<file path="src/dcache_pkg.sv">
// data cache request and response port structs, address split and data widths
package dcache_pkg;

    // ------------------------------
    // address split
    // ------------------------------
    // physical address width of the core
    localparam int unsigned PADDR_W = 56;
    // page offset, also used as cache index
    localparam int unsigned INDEX_W = 12;
    // tag sent one cycle after the index
    localparam int unsigned TAG_W = PADDR_W - INDEX_W;

    // ------------------------------
    // data path
    // ------------------------------
    // read data width of the cache port
    localparam int unsigned DATA_W = 64;
    // one enable per byte of the read data
    localparam int unsigned BE_W = DATA_W / 8;

    // ------------------------------
    // port structs
    // ------------------------------
    // load unit to cache
    // index phase: data_req, address_index, data_be, data_size
    // tag phase:   address_tag, tag_valid, kill_req
    typedef struct packed {
        logic [INDEX_W-1:0] address_index;
        logic [TAG_W-1:0]   address_tag;
        logic               data_req;
        logic [BE_W-1:0]    data_be;
        logic [1:0]         data_size;
        logic               tag_valid;
        logic               kill_req;
    } dcache_req_t;

    // cache to load unit
    // data_gnt closes the index phase, data_rvalid comes one cycle after the tag
    typedef struct packed {
        logic              data_gnt;
        logic              data_rvalid;
        logic [DATA_W-1:0] data_rdata;
    } dcache_rsp_t;

endpackage

</file>
<file path="src/load_pkg.sv">
// load operation encoding, load request and metadata structs, data and id widths
package load_pkg;

    // ------------------------------
    // widths
    // ------------------------------
    // integer data and virtual address width
    localparam int unsigned XLEN_W = 64;
    // transaction id handed back with the result
    localparam int unsigned TRANS_ID_W = 3;
    // byte offset inside one doubleword
    localparam int unsigned OFFSET_W = 3;

    // ------------------------------
    // load operations
    // ------------------------------
    // u suffix means zero extension, the rest sign extend
    typedef enum logic [2:0] {
        LD  = 3'd0,
        LW  = 3'd1,
        LWU = 3'd2,
        LH  = 3'd3,
        LHU = 3'd4,
        LB  = 3'd5,
        LBU = 3'd6
    } ld_op_e;

    // ------------------------------
    // structs
    // ------------------------------
    // request as presented by the issue side
    typedef struct packed {
        logic [TRANS_ID_W-1:0] trans_id;
        logic [XLEN_W-1:0]     vaddr;
        ld_op_e                op;
    } load_req_t;

    // what the result path needs to remember per accepted load
    // vaddr bits above the doubleword are not needed any more
    typedef struct packed {
        logic [TRANS_ID_W-1:0] trans_id;
        logic [OFFSET_W-1:0]   offset;
        ld_op_e                op;
    } load_meta_t;

endpackage

</file>
<file path="src/load_align.sv">
// load result path: two-stage metadata pipeline, fast sign-bit select, result mux
`timescale 1ns/1ps

module load_align (
    input  logic                              clk_i,
    input  logic                              rst_ni,
    // accepted load from the FSM
    input  logic                              pop_i,
    input  load_pkg::load_meta_t              meta_i,
    // tag phase seen on the cache port
    input  logic                              tag_valid_i,
    input  logic                              kill_i,
    // cache response
    input  dcache_pkg::dcache_rsp_t           dcache_rsp_i,
    // result to the core
    output logic                              valid_o,
    output logic [load_pkg::TRANS_ID_W-1:0]   trans_id_o,
    output logic [load_pkg::XLEN_W-1:0]       result_o
);
    import load_pkg::*;

    // metadata plus the sign select prepared ahead of the data
    typedef struct packed {
        load_meta_t          meta;
        logic                sign_ext;
        logic [OFFSET_W-1:0] sign_idx;
    } stage_t;

    stage_t              stage_d, stage1_q, stage2_q;
    logic                stage2_valid_q;
    logic [XLEN_W-1:0]   shifted;
    logic [7:0]          sign_bits;
    logic                sign_bit;

    // ------------------------------
    // precompute on pop
    // ------------------------------
    // sign byte is the top byte of the loaded item
    always_comb begin : p_prep
        stage_d.meta     = meta_i;
        stage_d.sign_ext = meta_i.op inside {LW, LH, LB};
        unique case (meta_i.op)
            LW, LWU: stage_d.sign_idx = meta_i.offset + OFFSET_W'(3);
            LH, LHU: stage_d.sign_idx = meta_i.offset + OFFSET_W'(1);
            default: stage_d.sign_idx = meta_i.offset;
        endcase
    end

    // ------------------------------
    // metadata pipeline
    // ------------------------------
    // stage 1 holds the load between grant and tag
    // stage 2 holds it between tag and rvalid
    always_ff @(posedge clk_i) begin : p_stages
        if (pop_i) begin
            stage1_q <= stage_d;
        end
        if (tag_valid_i && !kill_i) begin
            stage2_q <= stage1_q;
        end
    end

    // killed tag phase gives no response, so stage 2 stays empty
    always_ff @(posedge clk_i or negedge rst_ni) begin : p_valid
        if (!rst_ni) begin
            stage2_valid_q <= 1'b0;
        end else begin
            stage2_valid_q <= tag_valid_i & ~kill_i;
        end
    end

    // ------------------------------
    // realign and extend
    // ------------------------------
    assign shifted = dcache_rsp_i.data_rdata >> {stage2_q.meta.offset, 3'b000};

    // msb of every byte, picked in parallel to the shifter
    always_comb begin : p_sign_bits
        for (int i = 0; i < 8; i++) begin
            sign_bits[i] = dcache_rsp_i.data_rdata[8*i+7];
        end
    end

    // unsigned loads pull the fill to zero
    assign sign_bit = stage2_q.sign_ext & sign_bits[stage2_q.sign_idx];

    always_comb begin : p_result
        unique case (stage2_q.meta.op)
            LW, LWU: result_o = {{32{sign_bit}}, shifted[31:0]};
            LH, LHU: result_o = {{48{sign_bit}}, shifted[15:0]};
            LB, LBU: result_o = {{56{sign_bit}}, shifted[7:0]};
            default: result_o = shifted;
        endcase
    end

    assign valid_o    = dcache_rsp_i.data_rvalid & stage2_valid_q;
    assign trans_id_o = stage2_q.meta.trans_id;

endmodule

</file>
<file path="src/load_ctrl_fsm.sv">
// load request FSM: translation, store-offset stall, cache grant, tag phase and abort
`timescale 1ns/1ps

module load_ctrl_fsm (
    input  logic                      clk_i,
    input  logic                      rst_ni,
    // issue side
    input  logic                      valid_i,
    input  load_pkg::load_req_t       ld_req_i,
    output logic                      pop_ld_o,
    // accepted load towards the aligner
    output load_pkg::load_meta_t      meta_o,
    // translation
    output logic                      translation_req_o,
    input  logic [dcache_pkg::PADDR_W-1:0] paddr_i,
    input  logic                      dtlb_hit_i,
    // store buffer offset check
    input  logic                      page_offset_matches_i,
    // data cache
    input  logic                      dcache_gnt_i,
    output dcache_pkg::dcache_req_t   dcache_req_o
);
    import load_pkg::*;
    import dcache_pkg::*;

    typedef enum logic [2:0] {
        IDLE,
        WAIT_GNT,
        SEND_TAG,
        WAIT_PAGE_OFFSET,
        ABORT,
        WAIT_TRANSLATION
    } state_e;

    state_e            state_d, state_q;
    logic [TAG_W-1:0]  tag_q;
    logic [BE_W-1:0]   be;
    logic [1:0]        size;
    logic              gnt_taken;

    // ------------------------------
    // size and byte enables
    // ------------------------------
    // derived from the operation and the low vaddr bits
    always_comb begin : p_be
        unique case (ld_req_i.op)
            LW, LWU: begin
                size = 2'b10;
                be   = BE_W'(8'h0f) << ld_req_i.vaddr[OFFSET_W-1:0];
            end
            LH, LHU: begin
                size = 2'b01;
                be   = BE_W'(8'h03) << ld_req_i.vaddr[OFFSET_W-1:0];
            end
            LB, LBU: begin
                size = 2'b00;
                be   = BE_W'(8'h01) << ld_req_i.vaddr[OFFSET_W-1:0];
            end
            // full doubleword
            default: begin
                size = 2'b11;
                be   = '1;
            end
        endcase
    end

    // metadata of the request currently presented, captured downstream on pop
    assign meta_o = '{
        trans_id: ld_req_i.trans_id,
        offset:   ld_req_i.vaddr[OFFSET_W-1:0],
        op:       ld_req_i.op
    };

    // ------------------------------
    // request control
    // ------------------------------
    always_comb begin : p_ctrl
        state_d           = state_q;
        translation_req_o = 1'b0;
        // index comes straight from the held request
        dcache_req_o.address_index = ld_req_i.vaddr[INDEX_W-1:0];
        // tag was captured in the grant cycle
        dcache_req_o.address_tag   = tag_q;
        dcache_req_o.data_req      = 1'b0;
        dcache_req_o.data_be       = be;
        dcache_req_o.data_size     = size;
        dcache_req_o.tag_valid     = 1'b0;
        dcache_req_o.kill_req      = 1'b0;

        unique case (state_q)
            // send tag finishes the previous load and may start the next one
            IDLE, SEND_TAG: begin
                dcache_req_o.tag_valid = (state_q == SEND_TAG);
                state_d = IDLE;
                if (valid_i) begin
                    // start translating right away, the offset check runs in parallel
                    translation_req_o = 1'b1;
                    if (page_offset_matches_i) begin
                        // a store to the same offset is pending, hold off
                        state_d = WAIT_PAGE_OFFSET;
                    end else begin
                        dcache_req_o.data_req = 1'b1;
                        if (!dcache_gnt_i) begin
                            state_d = WAIT_GNT;
                        end else if (dtlb_hit_i) begin
                            state_d = SEND_TAG;
                        end else begin
                            state_d = ABORT;
                        end
                    end
                end
            end

            // stalled behind a store with the same page offset
            WAIT_PAGE_OFFSET: begin
                translation_req_o = 1'b1;
                if (!page_offset_matches_i) begin
                    state_d = WAIT_GNT;
                end
            end

            // index phase held until the cache grants
            WAIT_GNT: begin
                translation_req_o     = 1'b1;
                dcache_req_o.data_req = 1'b1;
                if (dcache_gnt_i) begin
                    state_d = dtlb_hit_i ? SEND_TAG : ABORT;
                end
            end

            // granted without a translation, kill the tag phase
            ABORT: begin
                translation_req_o      = 1'b1;
                dcache_req_o.tag_valid = 1'b1;
                dcache_req_o.kill_req  = 1'b1;
                state_d = WAIT_TRANSLATION;
            end

            // let the page walk finish, then ask again
            WAIT_TRANSLATION: begin
                translation_req_o = 1'b1;
                if (dtlb_hit_i) begin
                    state_d = WAIT_GNT;
                end
            end

            default: state_d = IDLE;
        endcase
    end

    // grant of the index phase in this cycle
    assign gnt_taken = dcache_req_o.data_req & dcache_gnt_i;
    // the load is accepted only when the translation is there as well
    assign pop_ld_o  = gnt_taken & dtlb_hit_i;

    // ------------------------------
    // registers
    // ------------------------------
    always_ff @(posedge clk_i or negedge rst_ni) begin : p_state
        if (!rst_ni) begin
            state_q <= IDLE;
        end else begin
            state_q <= state_d;
        end
    end

    // physical tag for the cycle after the grant
    always_ff @(posedge clk_i) begin : p_tag
        if (gnt_taken) begin
            tag_q <= paddr_i[PADDR_W-1:INDEX_W];
        end
    end

endmodule

</file>
<file path="src/load_unit.sv">
// load unit top: request FSM and result aligner, address feed-through
`timescale 1ns/1ps

module load_unit (
    input  logic                              clk_i,
    input  logic                              rst_ni,
    // issue side
    input  logic                              valid_i,
    input  load_pkg::load_req_t               ld_req_i,
    output logic                              pop_ld_o,
    // result
    output logic                              valid_o,
    output logic [load_pkg::TRANS_ID_W-1:0]   trans_id_o,
    output logic [load_pkg::XLEN_W-1:0]       result_o,
    // translation
    output logic                              translation_req_o,
    output logic [load_pkg::XLEN_W-1:0]       vaddr_o,
    input  logic [dcache_pkg::PADDR_W-1:0]    paddr_i,
    input  logic                              dtlb_hit_i,
    // store offset check
    output logic [dcache_pkg::INDEX_W-1:0]    page_offset_o,
    input  logic                              page_offset_matches_i,
    // data cache port
    input  dcache_pkg::dcache_rsp_t           dcache_rsp_i,
    output dcache_pkg::dcache_req_t           dcache_req_o
);
    import load_pkg::*;
    import dcache_pkg::*;

    load_meta_t meta;

    // vaddr goes to the TLB, its low bits to the store buffer
    assign vaddr_o       = ld_req_i.vaddr;
    assign page_offset_o = ld_req_i.vaddr[INDEX_W-1:0];

    // ------------------------------
    // request side
    // ------------------------------
    load_ctrl_fsm u_ctrl (
        .clk_i                 (clk_i),
        .rst_ni                (rst_ni),
        .valid_i               (valid_i),
        .ld_req_i              (ld_req_i),
        .pop_ld_o              (pop_ld_o),
        .meta_o                (meta),
        .translation_req_o     (translation_req_o),
        .paddr_i               (paddr_i),
        .dtlb_hit_i            (dtlb_hit_i),
        .page_offset_matches_i (page_offset_matches_i),
        .dcache_gnt_i          (dcache_rsp_i.data_gnt),
        .dcache_req_o          (dcache_req_o)
    );

    // ------------------------------
    // result side
    // ------------------------------
    // follows the tag phase the FSM drives on the cache port
    load_align u_align (
        .clk_i        (clk_i),
        .rst_ni       (rst_ni),
        .pop_i        (pop_ld_o),
        .meta_i       (meta),
        .tag_valid_i  (dcache_req_o.tag_valid),
        .kill_i       (dcache_req_o.kill_req),
        .dcache_rsp_i (dcache_rsp_i),
        .valid_o      (valid_o),
        .trans_id_o   (trans_id_o),
        .result_o     (result_o)
    );

endmodule
</file>
<file path="config.mk">
export PLATFORM = sky130hd
export DESIGN_NAME = load_unit
export DESIGN_NICKNAME = d
export VERILOG_FILES = /design/src/dcache_pkg.sv /design/src/load_pkg.sv /design/src/load_align.sv /design/src/load_ctrl_fsm.sv /design/src/load_unit.sv
export SDC_FILE = /design/constraint.sdc
export NUM_CORES = 1
export LEC_CHECK = 0
export ABC_AREA = 1
export BUFFER_PORTS_ARGS = -buffer_cell sky130_fd_sc_hd__buf_2
export CAP_MARGIN = 20
export CORE_AREA = 2 2 161 163
export DETAILED_ROUTE_END_ITERATION = 6
export DIE_AREA = 0 0 163 165
export GPL_ROUTABILITY_DRIVEN = 0
export SETUP_SLACK_MARGIN = 0.02
export SYNTH_ARGS = -nofsm -noshare
export SYNTH_HDL_FRONTEND = slang
export SYNTH_SLANG_ARGS = --single-unit
</file>
<file path="constraint.sdc">
create_clock -name clk_i -period 4.13 [get_ports clk_i]
set_input_delay 0.2065 -clock clk_i [delete_from_list [all_inputs] [get_ports clk_i]]
set_output_delay 0.2065 -clock clk_i [all_outputs]
set_load 0.01 [all_outputs]
</file>
Word level (Yosys, flattened, before mapping)
Index checks and enable logic that the tools add are counted.
{ "op_classes": {"mux": 21, "multipliers": 0, "addsub": 2, "div_mod_pow": 0, "n_bitwise": 6, "shifts": 4, "eq_ne": 20, "n_lt_le_gt_ge": 1, "n_reduce_logical": 13} }
{ "ops": {"columns": ["operator", "count"], "rows": [
  ["case mux 64 bit (3 select lines)", 1],
  [">> shifter 64 x 6 -> 64 bit", 1],
  ["== test 3 bit, second input constant", 8],
  ["case mux 8 bit (3 select lines)", 1],
  ["2-to-1 mux 3 bit", 7],
  ["== test 3 x 2 -> 1 bit, second input constant", 6],
  ["case mux 3 bit (5 select lines)", 1],
  ["OR reduction 2 bit", 7],
  ["== test 3 x 1 -> 1 bit, second input constant", 3],
  ["<< shifter 1 x 3 -> 8 bit, first input constant", 1],
  ["<< shifter 2 x 3 -> 8 bit, first input constant", 1],
  ["<< shifter 4 x 3 -> 8 bit, first input constant", 1],
  ["inequality test 2 bit, second input constant", 3],
  ["case mux 1 bit (2 select lines)", 3],
  ["case mux 2 bit (3 select lines)", 1],
  ["case mux 3 bit (2 select lines)", 1],
  ["AND 1 bit", 5],
  ["2-to-1 mux 1 bit", 5],
  ["less-than comparator 3 x 4 -> 1 bit, second input constant", 1],
  ["OR reduction 4 bit", 1],
  ["adder 3 x 1 -> 3 bit, second input constant", 1],
  ["adder 3 x 2 -> 3 bit, second input constant", 1],
  ["binary-select mux 1 bit (select 3 bit)", 1],
  ["zero test 3 bit", 1],
  ["5 further kinds", 5]
]} }
{ "word_totals": {"mem_bits_ro": 0, "latch_bits": 0, "out_inout_bits": 215, "word_cells": 80, "input_bits": 197, "memories": 0, "ramBits": 0, "register_bits": 74} }

Longest topological paths before layout
{ "depth": {"word_depth": 5, "mapped_depth": 10, "mapped_depth_nobuf": 10} }

Modules after synthesis
Synthesis repeated with hierarchy kept, for this count alone.
{ "unflattened": {"cells_unflattened": 830, "area_unflattened_um2": 5954.5} }
{ "by_module_without_submodules": {"columns": ["module", "area_per_inst_um2", "cells_per_inst", "seq_area_each_um2", "n_inst"], "rows": [
  ["load_align", 3389.5, 599, 805.8, 1],
  ["load_ctrl_fsm", 1994.4, 155, 1396.3, 1],
  ["load_unit", 570.5, 76, 0.0, 1]
]} }

Worst setup path after synthesis
Ideal clock, no wire load.
{ "synth_path": {"path_kind": "flip-flop to flip-flop", "startpoint": "register u_ctrl.state_q[2]", "endpoint": "register u_ctrl.tag_q[0] (enable)", "t_required_ns": 3.685, "period_less_slack_ns": 3.173, "setup_time_ns": 0.445, "setup_slack_ns": 0.957, "stages_incl_launch_ff": 6, "t_arrival_ns": 2.728, "n_path_buf": 0, "path_cell_list": "dfrtp_1 > inv_1 > nand2_1 > nor2_1 > a21oi_1 > nor2_1"} }
{ "synth_between": {"elab_chain_cells": 4, "word_cells_on_any_way": 6, "classes_between": "2 x eq/ne; 1 x mux; 1 x bitwise; 2 x reduce/logical"} }
{ "synth_lines": {"columns": ["element", "line_no", "rtl"], "rows": [
  ["from (decl)", "load_ctrl_fsm.sv:35", "state_e state_d, state_q;"],
  ["from (signal assigned)", "load_ctrl_fsm.sv:163", "state_q <= state_d;"],
  ["== test 3 x 2 -> 1 bit / zero test 3 bit (equally long branches)", "load_ctrl_fsm.sv:90", "unique case (state_q)"],
  ["OR reduction 2 bit", "load_ctrl_fsm.sv:90", null],
  ["case mux 1 bit (2 select lines) *", "load_ctrl_fsm.sv:90", null],
  ["AND 1 bit *", "load_ctrl_fsm.sv:152", "assign gnt_taken = dcache_req_o.data_req & dcache_gnt_i;"],
  ["net u_ctrl.gnt_taken", "load_ctrl_fsm.sv:39", "logic gnt_taken;"],
  ["to (signal assigned)", "load_ctrl_fsm.sv:170", "tag_q <= paddr_i[PADDR_W-1:INDEX_W];"],
  ["to (decl)", "load_ctrl_fsm.sv:36", "logic [TAG_W-1:0] tag_q;"]
]} }
The timed path passes the listed nets; every way through them passes the cells marked *.
A chain may end at the register's enable or synchronous reset.

Final worst setup path
{ "layout_path": {"startpoint": "register u_align.stage2_q[8] (netlist bit)", "endpoint": "output port result_o[34] (netlist bit)"} }
{ "layout_between": {"elab_chain_cells": 2} }
{ "layout_lines": {"columns": ["element", "line_no", "rtl"], "rows": [
  ["from (decl)", "load_align.sv:29", "stage_t stage_d, stage1_q, stage2_q;"],
  ["from (signal assigned)", "load_align.sv:59", "stage2_q <= stage1_q;"],
  [">> shifter 64 x 6 -> 64 bit", "load_align.sv:75", "assign shifted = dcache_rsp_i.data_rdata >> {stage2_q.meta.offset, 3'b000};"],
  ["case mux 64 bit (3 select lines)", "load_align.sv:88", "unique case (stage2_q.meta.op)"],
  ["to (decl)", "load_unit.sv:14", "output logic [load_pkg::XLEN_W-1:0] result_o,"]
]} }
No other way between the ends.

==> impl_metrics.csv <==
group,metric,value,unit
min_path,hp-class,"in -> reg",
place,dp_slack,1590,ps
synth,seq_area_frac_synth,38.2,%
synth,syn_nets,1000,
final_layout,syn_to_final_growth,20.6,%
critical_path,worst-path-max-fanout,53,
min_path,min_from,"paddr_i[50]",
sta,setup_violations,0,
global_routing,grt_antenna_before_repair,3,
floorplan,dieArea,26900,um2
floorplan,fp.coreArea,25000,um2
final_layout,mostFrequentLayoutCells,"nand2_1 (291), buf_2 (259), nand3_1 (109)",
pwr,finalPower,3.25,mW
floorplan,io_pins,412,
global_routing,grt_max_degree,67,
final_layout,post-route-util,27.8,%
critical_path,critical_path.slowest_cell,"inv_2",
place,placed_area,6610,um2
final_layout,finalInstanceArea,6950,um2
detailed_routing,drtAntennaViolNets,0,
detailed_routing,post_drt_via_cell_ratio,4.51,
pwr,intPower,1.99,mW
critical_path,cpPeakStageDelay,610,ps
sta,whs,43.3,ps
clocking,clock_path_buffers,2,
sta,rsz0062_at_grt,"false",
synth,synthDominantAreaCellType,"edfxtp_1",
sta,finalSetupTns,0,ps
critical_path,crit_path_start_kind,"flop",
sta,max_freq,343,MHz
pwr,leakage,3.58,nW
sta,fin_crit_sh,70.6,%
run,drv_cap,0,
detailed_routing,wl_per_cell,16.0,um
pwr,power_density,468,nW/um2
synth,syn_area_per_cell,7.18,um2
global_routing,grt_pass1_vias,5588,
synth,mappedNetlistArea,5760,um2
clocking,cts_buffers,9,
clocking,cts_tree,"built",
global_routing,groute.usage.overall,14.9,%
synth,syn-instance-count,802,
critical_path,critPathLaunch,"u_align.stage2_q[8]$_DFFE_PP_",
final_layout,final_cell_count_no_fill,1281,
sta,period_minus_slack,2920,ps
critical_path,cp_cell_sequence,"buf_4 -> inv_2 -> buf_4 -> nand2_1 -> o21ai_1 -> nand3_1 -> nand2_1 -> buf_2",
critical_path,cp_data_required_time,3920,ps
clocking,htreeDepth,3,
place,port_buffers,259,
place,dp_hpwl,16000,um
floorplan,die_y,165,um
detailed_routing,first_iter_violations,666,
critical_path,timing.rr.start,"u_ctrl.state_q[2]$_DFFE_PN0P_",
floorplan,std_cell_rows,58,
sta,finalMaxSlewViolations,0,
synth,synth_top_cells_by_area,"edfxtp_1 (36%), nand2_1 (19%), buf_4 (13%), nand3_1 (9.5%), o21ai_0 (4.0%)",
place,place_inst,1262,
global_routing,grt_pass1_wl,30600,um
sta,worst_pin_slew,1060,ps
clocking,cts_sinks,74,
synth,synth_cell_types,26,
pwr,p_clk_share,25.8,%
critical_path,cp_num_buf_inv,4,
detailed_routing,via_count,5782,
pwr,switching_share,38.9,%
final_layout,layout_commonest_cell,"nand2_1",
pwr,combPwrFrac,41.4,%
synth,synth_seq_cells,74,
clocking,clock_latency,330,ps
final_layout,drive_above_1_share,31.7,%
sta,slew_headroom,29.1,%
sta,hold_viol,0,
detailed_routing,drc,0,
pwr,ir_drop,0.315,mV
critical_path,worst_setup_path_end_kind,"output pin",
sta,worst_slack,1210,ps
detailed_routing,firstDrtPassIters,5,
run_status,status,"complete, no violations",
pwr,power_switching,1.27,mW
detailed_routing,postRouteWirelength,20400,um
clocking,cts.reportedPaths.clkPinSlew,60,ps
clocking,cts_root_buf,"clkbuf_16",
synth,synth_top_area_share,36.5,%
floorplan,initial_utilization,23.0,%
critical_path,crit_arrival,2710,ps
synth,yosysWarningCount,0,
global_routing,grt-ovfl-total,0,
sta,clock_skew,6.73,ps
critical_path,critPathKind,"reg -> out",
clocking,post_cts_buffers,0,
final_layout,fin_nets,1142,
critical_path,cp_top_family,"buffers and inverters",
floorplan,die_w,163,um
pwr,p_seq_share,32.8,%
-- power groups by stage --
stage	registers [mW]	logic (mW)	clock network, mW
final	1.07	1.35	0.840
after global routing	1.09	1.50	0.893
after CTS	1.07	1.36	0.865
after detailed placement	1.08	1.36	0
after global placement	1.08	1.35	0
after floorplan	1.12	0.869	0
-- registers in the layout, summed over array words and instances (netlist names) --
name and count:
u_ctrl.tag_q 44, u_align.stage1_q 13, u_align.stage2_q 10, u_align.trans_id_o 3, u_ctrl.state_q 3, u_align.stage2_valid_q 1
-- per-layer routing --
metal	vias up	wire length, um	global-route usage (%)	part of all wire, %
met5	-	26	0	0.13
met4	4	624	6.23	3.1
met3	37	2310	4.72	11
met2	390	10100	27.6	49
met1	2534	7370	15.6	36
li1	2817	-	-	-
-- cells by family (layout without fill, tap and decap cells) --
logic type,count (synthesis),count (layout),share of synthesized area (%)
AOI/OAI and AO/OA,86,86,8.25
xor gates and xnor gates,2,2,0.304
adders and majority gates,1,1,0.347
buffers and inverters,191,338,19.8
DFF,74,74,38.2
other,0,2,0
and+or+nand+nor,448,448,33.1
-- what timing repair did --
item / in CTS / in global routing
hold buffers: 1 / 0
endpoints found under the hold margin: 4 / 0
resized for setup: 0 / 0
-- synth_stat cells --
master,count
o21ai_0,46
nand2_4,1
inv_1,48
inv_2,4
fa_1,1
o211ai_1,17
nor3_1,5
clkinv_1,1
a21oi_1,12
nand3_4,3
edfxtp_1,70
nand2_1,291
nand3_1,109
nand2_2,6
dfrtp_1,4
buf_4,98
o21ai_1,10
clkbuf_1,15
buf_6,4
a22oi_1,1
buf_2,21
xor2_1,2
and3_1,1
nand4_1,3
nor2_1,28
nor2_4,1
-- layout make-up --
type / instances / area, um2
clock inverters: 7 / 100
well taps: 330 / 413
clock buffers: 9 / 225
fillers: 2787 / 18100
flip-flops and latches: 74 / 2200
multi-input cells: 537 / 2430
inverters: 53 / 199
diodes: 2 / 5.00
repair buffers: 269 / 1370
-- worst paths after layout --
check | end | slack, ps | depth (start not counted)
max in group asynchronous | u_ctrl.state_q[0]$_DFFE_PN0P_ | 3810 | 2
min in group asynchronous | u_ctrl.state_q[1]$_DFFE_PN0P_ | 210 | 2
max | result_o[34] | 1210 | 8
min reg2reg | u_align.stage2_q[7]$_DFFE_PP_ | 420 | 0
max reg2reg | u_ctrl.tag_q[28]$_DFFE_PP_ | 1690 | 6
min | u_ctrl.tag_q[38]$_DFFE_PP_ | 40 | 1
(Power assumes the default switching activity.)
